### src/hdl/reconfig_pkg.sv
`default_nettype none

package reconfig_pkg;

  typedef logic [7:0]  reconfig_addr_t;
  typedef logic [15:0] reconfig_data_t;

  // Writing zero here enables reconfiguration, reset value is one
  localparam reconfig_addr_t ENABLE_ADDR    = 8'h00;

  // Address bit 7 selects the configuration space 0x80-0xFF
  localparam reconfig_addr_t VENDOR_ID_ADDR = 8'h89;

  // Request bus, driven by the initiator
  typedef struct packed {
    logic           chipselect;
    logic           read;
    logic           write;
    reconfig_addr_t address;
    reconfig_data_t writedata;
  } reconfig_req_t;

  // Response bus, driven by the register block
  typedef struct packed {
    logic           waitrequest;
    logic           readdatavalid;
    reconfig_data_t readdata;
  } reconfig_rsp_t;

  typedef enum logic [2:0] {
    IDLE_ST         = 3'd0,
    ENABLE_ST       = 3'd1,
    READ_VENDOR_ST  = 3'd2,
    VENDOR_UPD_ST   = 3'd3,
    WRITE_VENDOR_ST = 3'd4,
    DONE_ST         = 3'd5
  } reconfig_state_t;

endpackage

`default_nettype wire

### src/hdl/pcie_reconfig_initiator.sv
`default_nettype none

module pcie_reconfig_initiator (
  input  logic                        pcie_reconfig_clk,
  input  logic                        pcie_rstn,
  input  logic                        set_pcie_reconfig,
  input  reconfig_pkg::reconfig_rsp_t rsp,
  output reconfig_pkg::reconfig_req_t req,
  output logic                        pcie_reconfig_busy
);

  import reconfig_pkg::*;

  reconfig_state_t cstate;
  reconfig_state_t nstate;
  logic [2:0]      rstn_sync;
  logic            sync_rstn;

  // Three flop reset synchronizer, release comes 3 edges after pcie_rstn rises
  always_ff @(posedge pcie_reconfig_clk) begin
    if (!pcie_rstn) begin
      rstn_sync <= 3'b000;
    end else begin
      rstn_sync <= {rstn_sync[1:0], 1'b1};
    end
  end

  assign sync_rstn = rstn_sync[2];

  // Busy until the FSM parks in the done state
  assign pcie_reconfig_busy = (cstate != DONE_ST);

  always_comb begin
    nstate = cstate;
    case (cstate)
      IDLE_ST: begin
        if (set_pcie_reconfig) begin
          nstate = ENABLE_ST;
        end else begin
          // Nothing to do, go straight to done
          nstate = DONE_ST;
        end
      end
      ENABLE_ST: begin
        if (!rsp.waitrequest) begin
          nstate = READ_VENDOR_ST;
        end
      end
      READ_VENDOR_ST: begin
        if (!rsp.waitrequest) begin
          nstate = VENDOR_UPD_ST;
        end
      end
      VENDOR_UPD_ST: begin
        // Read data arrives during this cycle
        nstate = WRITE_VENDOR_ST;
      end
      WRITE_VENDOR_ST: begin
        if (!rsp.waitrequest) begin
          nstate = DONE_ST;
        end
      end
      DONE_ST: begin
        nstate = DONE_ST;
      end
      default: begin
        nstate = IDLE_ST;
      end
    endcase
  end

  always_ff @(posedge pcie_reconfig_clk) begin
    if (!sync_rstn) begin
      cstate <= IDLE_ST;
    end else begin
      cstate <= nstate;
    end
  end

  // Request outputs are all registered
  always_ff @(posedge pcie_reconfig_clk) begin
    if (!sync_rstn) begin
      req <= '0;
    end else begin
      if (cstate == ENABLE_ST) begin
        req.address <= ENABLE_ADDR;
      end else begin
        req.address <= VENDOR_ID_ADDR;
      end

      // Enable word is zero, the vendor ID write carries the read value plus one
      if (cstate == ENABLE_ST) begin
        req.writedata <= '0;
      end else if (rsp.readdatavalid) begin
        req.writedata <= rsp.readdata + 16'd1;
      end

      // Strobes stay up while the slave stalls and drop once it accepts
      case (cstate)
        READ_VENDOR_ST: begin
          req.chipselect <= rsp.waitrequest;
          req.read       <= rsp.waitrequest;
          req.write      <= 1'b0;
        end
        ENABLE_ST, WRITE_VENDOR_ST: begin
          req.chipselect <= rsp.waitrequest;
          req.read       <= 1'b0;
          req.write      <= rsp.waitrequest;
        end
        default: begin
          req.chipselect <= 1'b0;
          req.read       <= 1'b0;
          req.write      <= 1'b0;
        end
      endcase
    end
  end

endmodule

`default_nettype wire

### src/hdl/reconfig_register_block.sv
`default_nettype none

module reconfig_register_block #(
  parameter reconfig_pkg::reconfig_data_t DEFAULT_VENDOR_ID = 16'h1172,
  parameter logic [2:0]                   MAX_WAIT          = 3'd4
) (
  input  logic                         pcie_reconfig_clk,
  input  logic                         pcie_rstn,
  input  reconfig_pkg::reconfig_req_t  req,
  output reconfig_pkg::reconfig_rsp_t  rsp,
  output reconfig_pkg::reconfig_data_t vendor_id,
  output logic                         reconfig_enabled
);

  import reconfig_pkg::*;

  localparam int CFG_WORDS = 128;

  reconfig_data_t enable_q;
  reconfig_data_t cfg_mem [CFG_WORDS];
  logic [2:0]     lfsr;
  logic [2:0]     wait_cnt;
  logic           active;
  logic           accept;
  logic           cfg_hit;
  reconfig_data_t rd_word;
  logic           rvalid_q;
  reconfig_data_t rdata_q;

  // Free running LFSR, x^3 + x^2 + 1, never reaches zero from a nonzero seed
  always_ff @(posedge pcie_reconfig_clk) begin
    if (!pcie_rstn) begin
      lfsr <= 3'b101;
    end else begin
      lfsr <= {lfsr[1:0], lfsr[2] ^ lfsr[1]};
    end
  end

  // The first cycle chipselect is seen counts as one wait cycle, then
  // the counter adds up to MAX_WAIT-1 more before the access is taken
  always_ff @(posedge pcie_reconfig_clk) begin
    if (!pcie_rstn) begin
      active   <= 1'b0;
      wait_cnt <= 3'd0;
    end else if (!req.chipselect || accept) begin
      active   <= 1'b0;
    end else if (!active) begin
      active   <= 1'b1;
      wait_cnt <= lfsr % MAX_WAIT;
    end else begin
      wait_cnt <= wait_cnt - 3'd1;
    end
  end

  assign accept  = req.chipselect && active && (wait_cnt == 3'd0);
  assign cfg_hit = req.address[7];

  // Enable register and configuration array
  always_ff @(posedge pcie_reconfig_clk) begin
    if (!pcie_rstn) begin
      enable_q <= 16'h0001;
      for (int i = 0; i < CFG_WORDS; i++) begin
        if (i == int'(VENDOR_ID_ADDR[6:0])) begin
          cfg_mem[i] <= DEFAULT_VENDOR_ID;
        end else begin
          cfg_mem[i] <= '0;
        end
      end
    end else if (accept && req.write) begin
      if (req.address == ENABLE_ADDR) begin
        enable_q <= req.writedata;
      end else if (cfg_hit && !enable_q[0]) begin
        // Configuration space is writable only while reconfiguration is enabled
        cfg_mem[req.address[6:0]] <= req.writedata;
      end
    end
  end

  always_comb begin
    if (cfg_hit) begin
      rd_word = cfg_mem[req.address[6:0]];
    end else if (req.address == ENABLE_ADDR) begin
      rd_word = enable_q;
    end else begin
      rd_word = '0;
    end
  end

  // Read data comes back one cycle after the acceptance cycle
  always_ff @(posedge pcie_reconfig_clk) begin
    if (!pcie_rstn) begin
      rvalid_q <= 1'b0;
    end else begin
      rvalid_q <= accept && req.read;
    end
  end

  always_ff @(posedge pcie_reconfig_clk) begin
    if (accept && req.read) begin
      rdata_q <= rd_word;
    end
  end

  assign rsp.waitrequest   = !accept;
  assign rsp.readdatavalid = rvalid_q;
  assign rsp.readdata      = rdata_q;

  assign vendor_id        = cfg_mem[VENDOR_ID_ADDR[6:0]];
  assign reconfig_enabled = !enable_q[0];

endmodule

`default_nettype wire

### src/hdl/pcie_reconfig_top.sv
`default_nettype none

module pcie_reconfig_top #(
  parameter reconfig_pkg::reconfig_data_t DEFAULT_VENDOR_ID = 16'h1172,
  parameter logic [2:0]                   MAX_WAIT          = 3'd4
) (
  input  logic                         pcie_reconfig_clk,
  input  logic                         pcie_rstn,
  input  logic                         set_pcie_reconfig,
  output logic                         pcie_reconfig_busy,
  output reconfig_pkg::reconfig_data_t vendor_id,
  output logic                         reconfig_enabled
);

  import reconfig_pkg::*;

  reconfig_req_t req;
  reconfig_rsp_t rsp;

  // Master side, resets through its own synchronizer
  pcie_reconfig_initiator u_initiator (
    .pcie_reconfig_clk  (pcie_reconfig_clk),
    .pcie_rstn          (pcie_rstn),
    .set_pcie_reconfig  (set_pcie_reconfig),
    .rsp                (rsp),
    .req                (req),
    .pcie_reconfig_busy (pcie_reconfig_busy)
  );

  // Slave side, models the hard IP register space
  reconfig_register_block #(
    .DEFAULT_VENDOR_ID (DEFAULT_VENDOR_ID),
    .MAX_WAIT          (MAX_WAIT)
  ) u_regs (
    .pcie_reconfig_clk (pcie_reconfig_clk),
    .pcie_rstn         (pcie_rstn),
    .req               (req),
    .rsp               (rsp),
    .vendor_id         (vendor_id),
    .reconfig_enabled  (reconfig_enabled)
  );

endmodule

`default_nettype wire

### config.mk
export PLATFORM = sky130hd
export DESIGN_NAME = pcie_reconfig_top
export DESIGN_NICKNAME = d
export VERILOG_FILES = /design/src/hdl/reconfig_pkg.sv /design/src/hdl/pcie_reconfig_initiator.sv /design/src/hdl/reconfig_register_block.sv /design/src/hdl/pcie_reconfig_top.sv
export SDC_FILE = /design/constraint.sdc
export NUM_CORES = 1
export LEC_CHECK = 0
export ABC_AREA = 1
export ABC_CLOCK_PERIOD_IN_PS = 1770
export BUFFER_PORTS_ARGS = -buffer_cell sky130_fd_sc_hd__buf_2
export CAP_MARGIN = 20
export CELL_PAD_IN_SITES_DETAIL_PLACEMENT = 2
export CELL_PAD_IN_SITES_GLOBAL_PLACEMENT = 2
export CORE_MARGIN = 2
export CORE_UTILIZATION = 35
export CTS_BUF_LIST = sky130_fd_sc_hd__clkbuf_16
export CTS_CLUSTER_DIAMETER = 150
export DETAILED_ROUTE_END_ITERATION = 16
export GPL_TIMING_DRIVEN = 0
export HOLD_SLACK_MARGIN = 0.12
export PLACE_DENSITY = 0.72
export REMOVE_ABC_BUFFERS = 1
export SYNTH_ARGS = -nofsm -noshare
export SYNTH_HDL_FRONTEND = slang
export SYNTH_SLANG_ARGS = --single-unit
### constraint.sdc
create_clock -name pcie_reconfig_clk -period 1.77 [get_ports pcie_reconfig_clk]
set_input_delay 0.354 -clock pcie_reconfig_clk [delete_from_list [all_inputs] [get_ports pcie_reconfig_clk]]
set_output_delay 0.354 -clock pcie_reconfig_clk [all_outputs]
set_load 0.03 [all_outputs]
==> impl_results.md, run 1 <==
* Synth top area cells: edfxtp_1 (35%), dfxtp_1 (25%), inv_1 (6.3%)
* Share of layout cells above drive strength 1 at about 14%
* Avg Inst Size Synth at between 9 and 10 um^2
* Crit. End Element: flop
* Startpoint class of the critical path: flop
* Worst skew pair latency at 0.35 ns
* Most frequent CP cell: ha_4
* Hold Path Cell Cnt at 3
* Commonest cells after routing, fill and taps aside: inv_1 (68), edfxtp_1 (48), nand2_1 (47), dfxtp_1 (47), nor2_1 (45)
* Layout net count at 484
* Skew final at ~0.009 ns
* Vias in the first global route at 3502
* Core Util, Final at a little over two fifths
* Largest fanout on the critical path at 6
* Adder-cell share of the synthesized area at less than 1%
* Status: complete, no violations
* Crit path largest cell delay at 0.33 ns
* Worst Hold End: u_initiator.cstate[2]
* Finish-stage setup viols at 0
* IO Port Bufs at 20
* Max-cap violations at 0
* Pwr per Cell Area at between 900 and 1000 nW/um^2
* Simple-Gate Fraction of Synth Area at 15.6%
* Number of top-level pins at 21
* Max Clk Rate at between 500 and 600 MHz
* Hold_sp: set_pcie_reconfig
* Final wirelength at 11800 um
* XOR/XNOR Fraction of Synth Area at 1.29%
* CTS Buf Count at 9
* Synth top area share at 35.5%
* GR Layer Usage met3 at between 4 and 5%
* #FFs+latches synth at 99
* CP cell instances: inv_2 -> ha_4 -> ha_4 -> nand3_4 -> nor2_8 -> nand2_8 -> or2_1
* Largest family of logic cells by synthesized area: simple AND/OR/NAND/NOR gates
* Diodes inserted at 0
* Largest net degree at the start of global routing at 33
* Placer Congestion at approximately 0.76
* Die Wd at ~110 um
* Crit Path Category: flop to flop
* Crit path time final at 1.71 ns
* Synth area leader: edfxtp_1
* Die area at around 12000 um^2
* Post-synth ARST share at 0%
* Post-route ant nets at 0
* Compound-cell area share of the yosys netlist at between 10% and 20%
* Post-synth EDFFs at 48
* Worst path arrival time at roughly 1.8 ns
* CTS tree: yes
* Floorplan Core Area at approximately 11000 um^2
* Site row count at 39
* Ys flop type: dfxtp_1
* Yosys warns at 0
* First-pass GRT wire length at 18300 um
* Netlist cell types at 32
* Final Hold Viols at 0
* Sequential share of the synthesized area at between 60 and 70%
* DR WL/cell at 18.8 um
* Final period util at 96.8%
* Vias at 3144
* Worst reg2reg endpoint: u_regs.cfg_mem[9][5]
* Drt via density at 5.02
* Busiest grt layer: met2
* CTS sink count at 99
* Unrepaired setup endpoints after global routing: yes
* Total congestion overflow at 0
* H-Tree Depth at 3
* CTS root buffer: clkbuf_16
* Leakage at 1.84 nW
* Initial DRC count at between 100 and 150
* GRT Util Overall at roughly a fifth
* R2R depth at 7
* Synthesized instance count at 432
* Slew Limit Fails at 0
* Clk buf depth at 2
* Worst vdd ir at about 0.64 mV
* Worst reg-to-reg setup slack at between 0.05 and 0.06 ns
* Worst R2R Start: u_regs.wait_cnt[0]
* Detailed Place HPWL at 7270 um
* Clock slew at reported path FFs at about 0.06 ns
* Commonest non-fill, non-tap cell in the layout: inv_1
* Worst hold margin at ~0.3 ns
* GR Util met1 at between 20% and 30%
* Layout area overhead at 19.0%
* Slowest stage cell on the critical path: dfxtp_2
* Tightest Hold Check Type: input port to flop
* Drt pass-1 iters at 4
* Mux share of post-synthesis cell area at 0%
* DIE HEIGHT at 112 um
* Syn Std Cell Area at 4070 um^2
* DRC violations left at 0
* M2 GR Usage at 34.2%
* Initial Util at a little over a third
* Initial antenna violation count at 0
* Worst endpoint required time at 1.87 ns
-- worst max-delay path by stage --
| stage | startpoint | endpoint | slack [ns] | depth (start not counted) |
|---|---|---|---|---|
| after floorplan | u_initiator.req[19] | u_regs.cfg_mem[9][0] | -0.28 | 4 |
| after global placement | u_initiator.req[19] | u_regs.cfg_mem[9][11] | -1.27 | 4 |
| after detailed placement | pcie_rstn | u_regs.cfg_mem[9][11] | -1.30 | 5 |
| after CTS | u_regs.wait_cnt[0] | u_regs.cfg_mem[9][5] | -0.01 | 7 |
| after global routing | u_regs.wait_cnt[0] | u_regs.cfg_mem[9][5] | -0.02 | 7 |
| final | u_regs.wait_cnt[0] | u_regs.cfg_mem[9][5] | 0.06 | 7 |
-- flip-flops by register name, summed over array words and instances, names as in the netlist, named ones only --
| register | count |
|---|---|
| u_regs.cfg_mem | 32 |
| u_regs.rvalid_q | 1 |
| u_regs.active | 1 |
| u_initiator.cstate | 3 |
| u_regs.rdata_q | 16 |
| u_regs.wait_cnt | 3 |
| u_regs.lfsr | 3 |
| u_regs.enable_q | 16 |
| u_initiator.req | 20 |
| u_initiator.rstn_sync | 3 |
-- worst max-delay path: cells and delay by family (launching register included) --
family / cells / cell delay, ns
simple gates: 4 / 0.81
flops: 1 / 0.33
fa+ha+maj: 2 / 0.28
buf+inv: 1 / 0.06
-- Yosys cell counts, types with 2 or more instances --
library cell and number:
or2_1 3, inv_1 68, buf_6 2, o21ai_0 44
nand2_1 49, nand3_1 22, edfxtp_1 48, o21ai_1 2
xor2_1 4, nand3b_1 2, nand4_1 4, o22ai_1 16
xnor2_1 2, nor3_1 3, dfxtp_1 51, buf_2 4
a21oi_1 37, inv_2 2, ha_1 3, clkbuf_1 9
nor2_1 46
-- cells by family after synthesis --
| logic type | after synthesis |
|---|---|
| XOR/XNOR | 6 |
| buffers and inverters | 85 |
| other | 1 |
| flip-flops | 99 |
| adder cells (fa/ha/maj) | 3 |
| AO/OA/AOI/OAI | 102 |
| AND/OR/NAND/NOR | 136 |
-- through the flow --
step | instance area [um^2] | worst slack, ns | power, mW | cells | setup TNS, ns
floorplan | 4050 | -0.276 | 2.62 | 432 | -6.82
global placement | 4320 | -1.27 | 2.68 | 595 | -46.59
detailed placement | 4350 | -1.30 | 2.69 | 597 | -33.38
CTS | 4720 | -0.0118 | 4.63 | 615 | -0.0292
global route | 4840 | -0.0227 | 4.75 | 626 | -0.0293
finish | 4840 | 0.0571 | 4.57 | 626 | 0
-- layer usage --
metal  wire length [um]  part of all wire (%)
met5                  0                     0
met4                156                   1.3
met3                299                   2.5
met2               6240                    53
met1               5070                    43
-- report_power, final --
group | internal [mW] | switching (mW)
Clock | 1.07 | 0.845
Sequential | 2.45 | 0.0340
Combinational | 0.0432 | 0.127
-- timing repair --
action	4_1_cts	5_1_grt
hold buffers	0	0
cloned	1	2
pin swaps	2	6
setup endpoints to repair	64	52
setup buffers	1	9
resized for setup	14	12
-- cell type report --
| class | instances | area, um^2 |
|---|---|---|
| fillers | 1270 | 6530 |
| clock buffers | 9 | 225 |
| repair buffers | 32 | 204 |
| well taps | 143 | 179 |
| flip-flops and latches | 99 | 2470 |
| clock inverters | 7 | 55.1 |
| inverters | 70 | 269 |
| multi-input cells | 266 | 1440 |
(Power assumes the default switching activity.)
==> run 2, diff against run 1 <==
- ABC_AREA: 1 -> unset
- CORE_UTILIZATION: 35 -> 36
- PLACE_DENSITY: 0.72 -> 0.71
- SLEW_MARGIN: unset -> 20
==> impl_results.md, run 2 <==
* Status: complete, but fails checks
* Failing checks: negative setup slack
* Floorplan Core Area at 10900 um^2
* Worst setup margin at -0.0959 ns
* Leakage at 1.67 nW
* Detail Route met2 WL at approximately 5700 um
* DIE HEIGHT at 110 um
* Site row count at 38
* DRC violations left at 0
* Setup TNS at -1.53 ns
* GRT Util Overall at 18.9%
* Layout area overhead at 22.3%
* Initial DRC count at 92
* DR WL/cell at 19.1 um
* Synth area leader: edfxtp_1
* Drt pass-1 iters at 4
* Max-cap violations at 0
* Clk buf depth at 2
* Vias in the first global route at 3132
* Worst reg-to-reg setup slack at -0.1 ns
* Sequential share of power at 52.7%
* Initial Util at between 30% and 40%
* Synth top area cells: edfxtp_1 (36%), dfxtp_1 (25%), a21oi_1 (4.2%)
* Yosys warns at 0
* Ys flop type: dfxtp_1
* Clock slew at reported path FFs at 0.07 ns
* Crit path time final at 1.87 ns
* First-pass GRT wire length at 16400 um
* Fin area at 4920 um^2
* Most common cell in the netlist: dfxtp_1
* Area of the multi-input gates at 1590 um^2
* Netlist cell types at 37
* CTS sink count at approximately 100
* Clock group share of total power at 43.3%
* Worst path arrival time at 1.92 ns
* Initial antenna violation count at 0
* WL met3 at 246 um
* Finish-stage setup viols at 24
* Layout net count at 417
* Final Hold Viols at 0
* Post-synth EDFFs at 48
* Largest net degree at the start of global routing at 36
* CTS root buffer: clkbuf_16
* Die Wd at approximately 110 um
* Sw frac at 20.9%
* Placer Congestion at 0.691
* Largest reg by FF count: u_regs.cfg_mem
* Final cell count without fillers at between 500 and 600
* Tightest Hold Check Type: input port to flop
* Final wirelength at 10600 um
* Fill count at 1103
* Crit Path Category: flop to flop
* Drt via density at 5.04
* Crit. End Element: flop
* FF+latch area at 2470 um^2
* Placed insts at 524
* CTS Buf Count at 9
* Worst skew pair latency at 0.35 ns
* Highest Signal Layer: met4
* IO Port Bufs at 20
* Syn Std Cell Area at ~4000 um^2
* Post-route ant nets at 0
* Worst vdd ir at 0.566 mV
* Least-Margin Pin Slew at 0.687 ns
* Commonest cells after routing, fill and taps aside: edfxtp_1 (48), dfxtp_1 (46), nor2_1 (43)
* Die area at between 10000 and 15000 um^2
* H-Tree Depth at 3
* Largest register FFs at 32
* Final period util at 105%
* Pwr per Cell Area at 964 nW/um^2
* Commonest non-fill, non-tap cell in the layout: edfxtp_1
* Worst endpoint required time at 1.82 ns
* Number of top-level pins at 21
* CTS tree: yes
* Total congestion overflow at 0
* Max Clk Rate at 536 MHz
* Detailed Place HPWL at ~6200 um
* Int Pwr at 3.75 mW
* Avg Inst Size Synth at 11.0 um^2
* #FFs+latches synth at 99
* Largest fanout on the critical path at 7
* Pre-CTS setup slack at -1.31 ns
* Slew Limit Fails at 0
* Share of layout cells above drive strength 1 at between 20% and 30%
* Startpoint class of the critical path: flop
* WL met1 at 4490 um
* Synth top area share at 35.9%
* Switching power at around 990 uW
* Power Total at 4.74 mW
* Diodes inserted at 0
* Most instantiated cells after synthesis: dfxtp_1 (51), edfxtp_1 (48), nor2_1 (44)
* Vias at 2804
* Skew final at 0.0113 ns
* Synthesized instance count at approximately 370
* Unrepaired setup endpoints after global routing: yes
* Sequential share of the synthesized area at a little over 60%
* Post-synth ARST share at 0%
* Rel. slew slack at 54.2%
* Top flop regs: u_regs.cfg_mem (32), u_initiator.req (20)
* Placed cell areas at between 4000 and 5000 um^2
* Comb pwr share at roughly 4.0%
## run 2: layout make-up
| type | count | area share, % |
|---|---|---|
| Multi-Input combinational cell | 253 | 32.3 |
| Inverter | 12 | 0.916 |
| Clock buffer | 9 | 4.58 |
| Timing Repair Buffer | 36 | 6.64 |
| Clock inverter | 7 | 1.73 |
| Sequential cell | 99 | 50.3 |
| Tap cell | 140 | 3.56 |
## run 2: logic make-up after synthesis
kind of cell	count (synthesis)	synth area share [%]
and+or+nand+nor	142	17.9
DFF	99	61.3
AOI/OAI and AO/OA	57	8.87
buffers and inverters	30	3.02
xor gates and xnor gates	17	3.70
muxes	17	4.23
adders and majority gates	3	0.934
other	1	0.0933
## run 2: final timing paths
check,start,to,depth (start not counted)
worst min register to register,u_initiator.rstn_sync[1],u_initiator.rstn_sync[2],1
worst max register to register,u_regs.wait_cnt[1],u_regs.cfg_mem[9][12],8
worst min-delay path,pcie_rstn,u_initiator.rstn_sync[0],1
worst max-delay path,u_regs.wait_cnt[1],u_regs.cfg_mem[9][12],8
## run 2: metrics by stage
step	hold WS [ns]	utilization, %
after floorplan	0.382	-
after global placement	0.418	39.3
after detailed placement	0.430	39.6
after CTS	0.238	45.0
after global routing	0.248	45.2
final	0.250	45.2
## run 2: power by group through the flow
stage | combinational (mW) | sequential (mW) | clock, mW
floorplan | 0.0813 | 2.56 | 0
global placement | 0.150 | 2.55 | 0
detailed placement | 0.160 | 2.55 | 0
CTS | 0.187 | 2.50 | 2.12
global route | 0.207 | 2.51 | 2.20
finish | 0.189 | 2.50 | 2.05
## run 2: what timing repair did
action                                  in CTS  in global routing
cloned                                       2                  1
gates resized for setup                     26                  9
pin swaps                                    6                  4
endpoints found under the setup margin      64                 65
hold endpoints to repair                     0                  0
hold buffers                                 0                  0
setup buffers                               12                  2
## run 2: worst max-delay path: stages (launching register included)
cell	delay, ns
dfxtp_1	0.31
inv_2	0.08
ha_4	0.14
ha_4	0.15
nand4_1	0.14
buf_4	0.19
nor3_4	0.17
nand2b_4	0.24
buf_12	0.15
## run 2: metal layers
metal	global-route usage (%)	up-vias
met2	35.7	31
li1	-	1333
met3	3.50	10
met5	0	-
met1	21.0	1430
met4	7.05	0
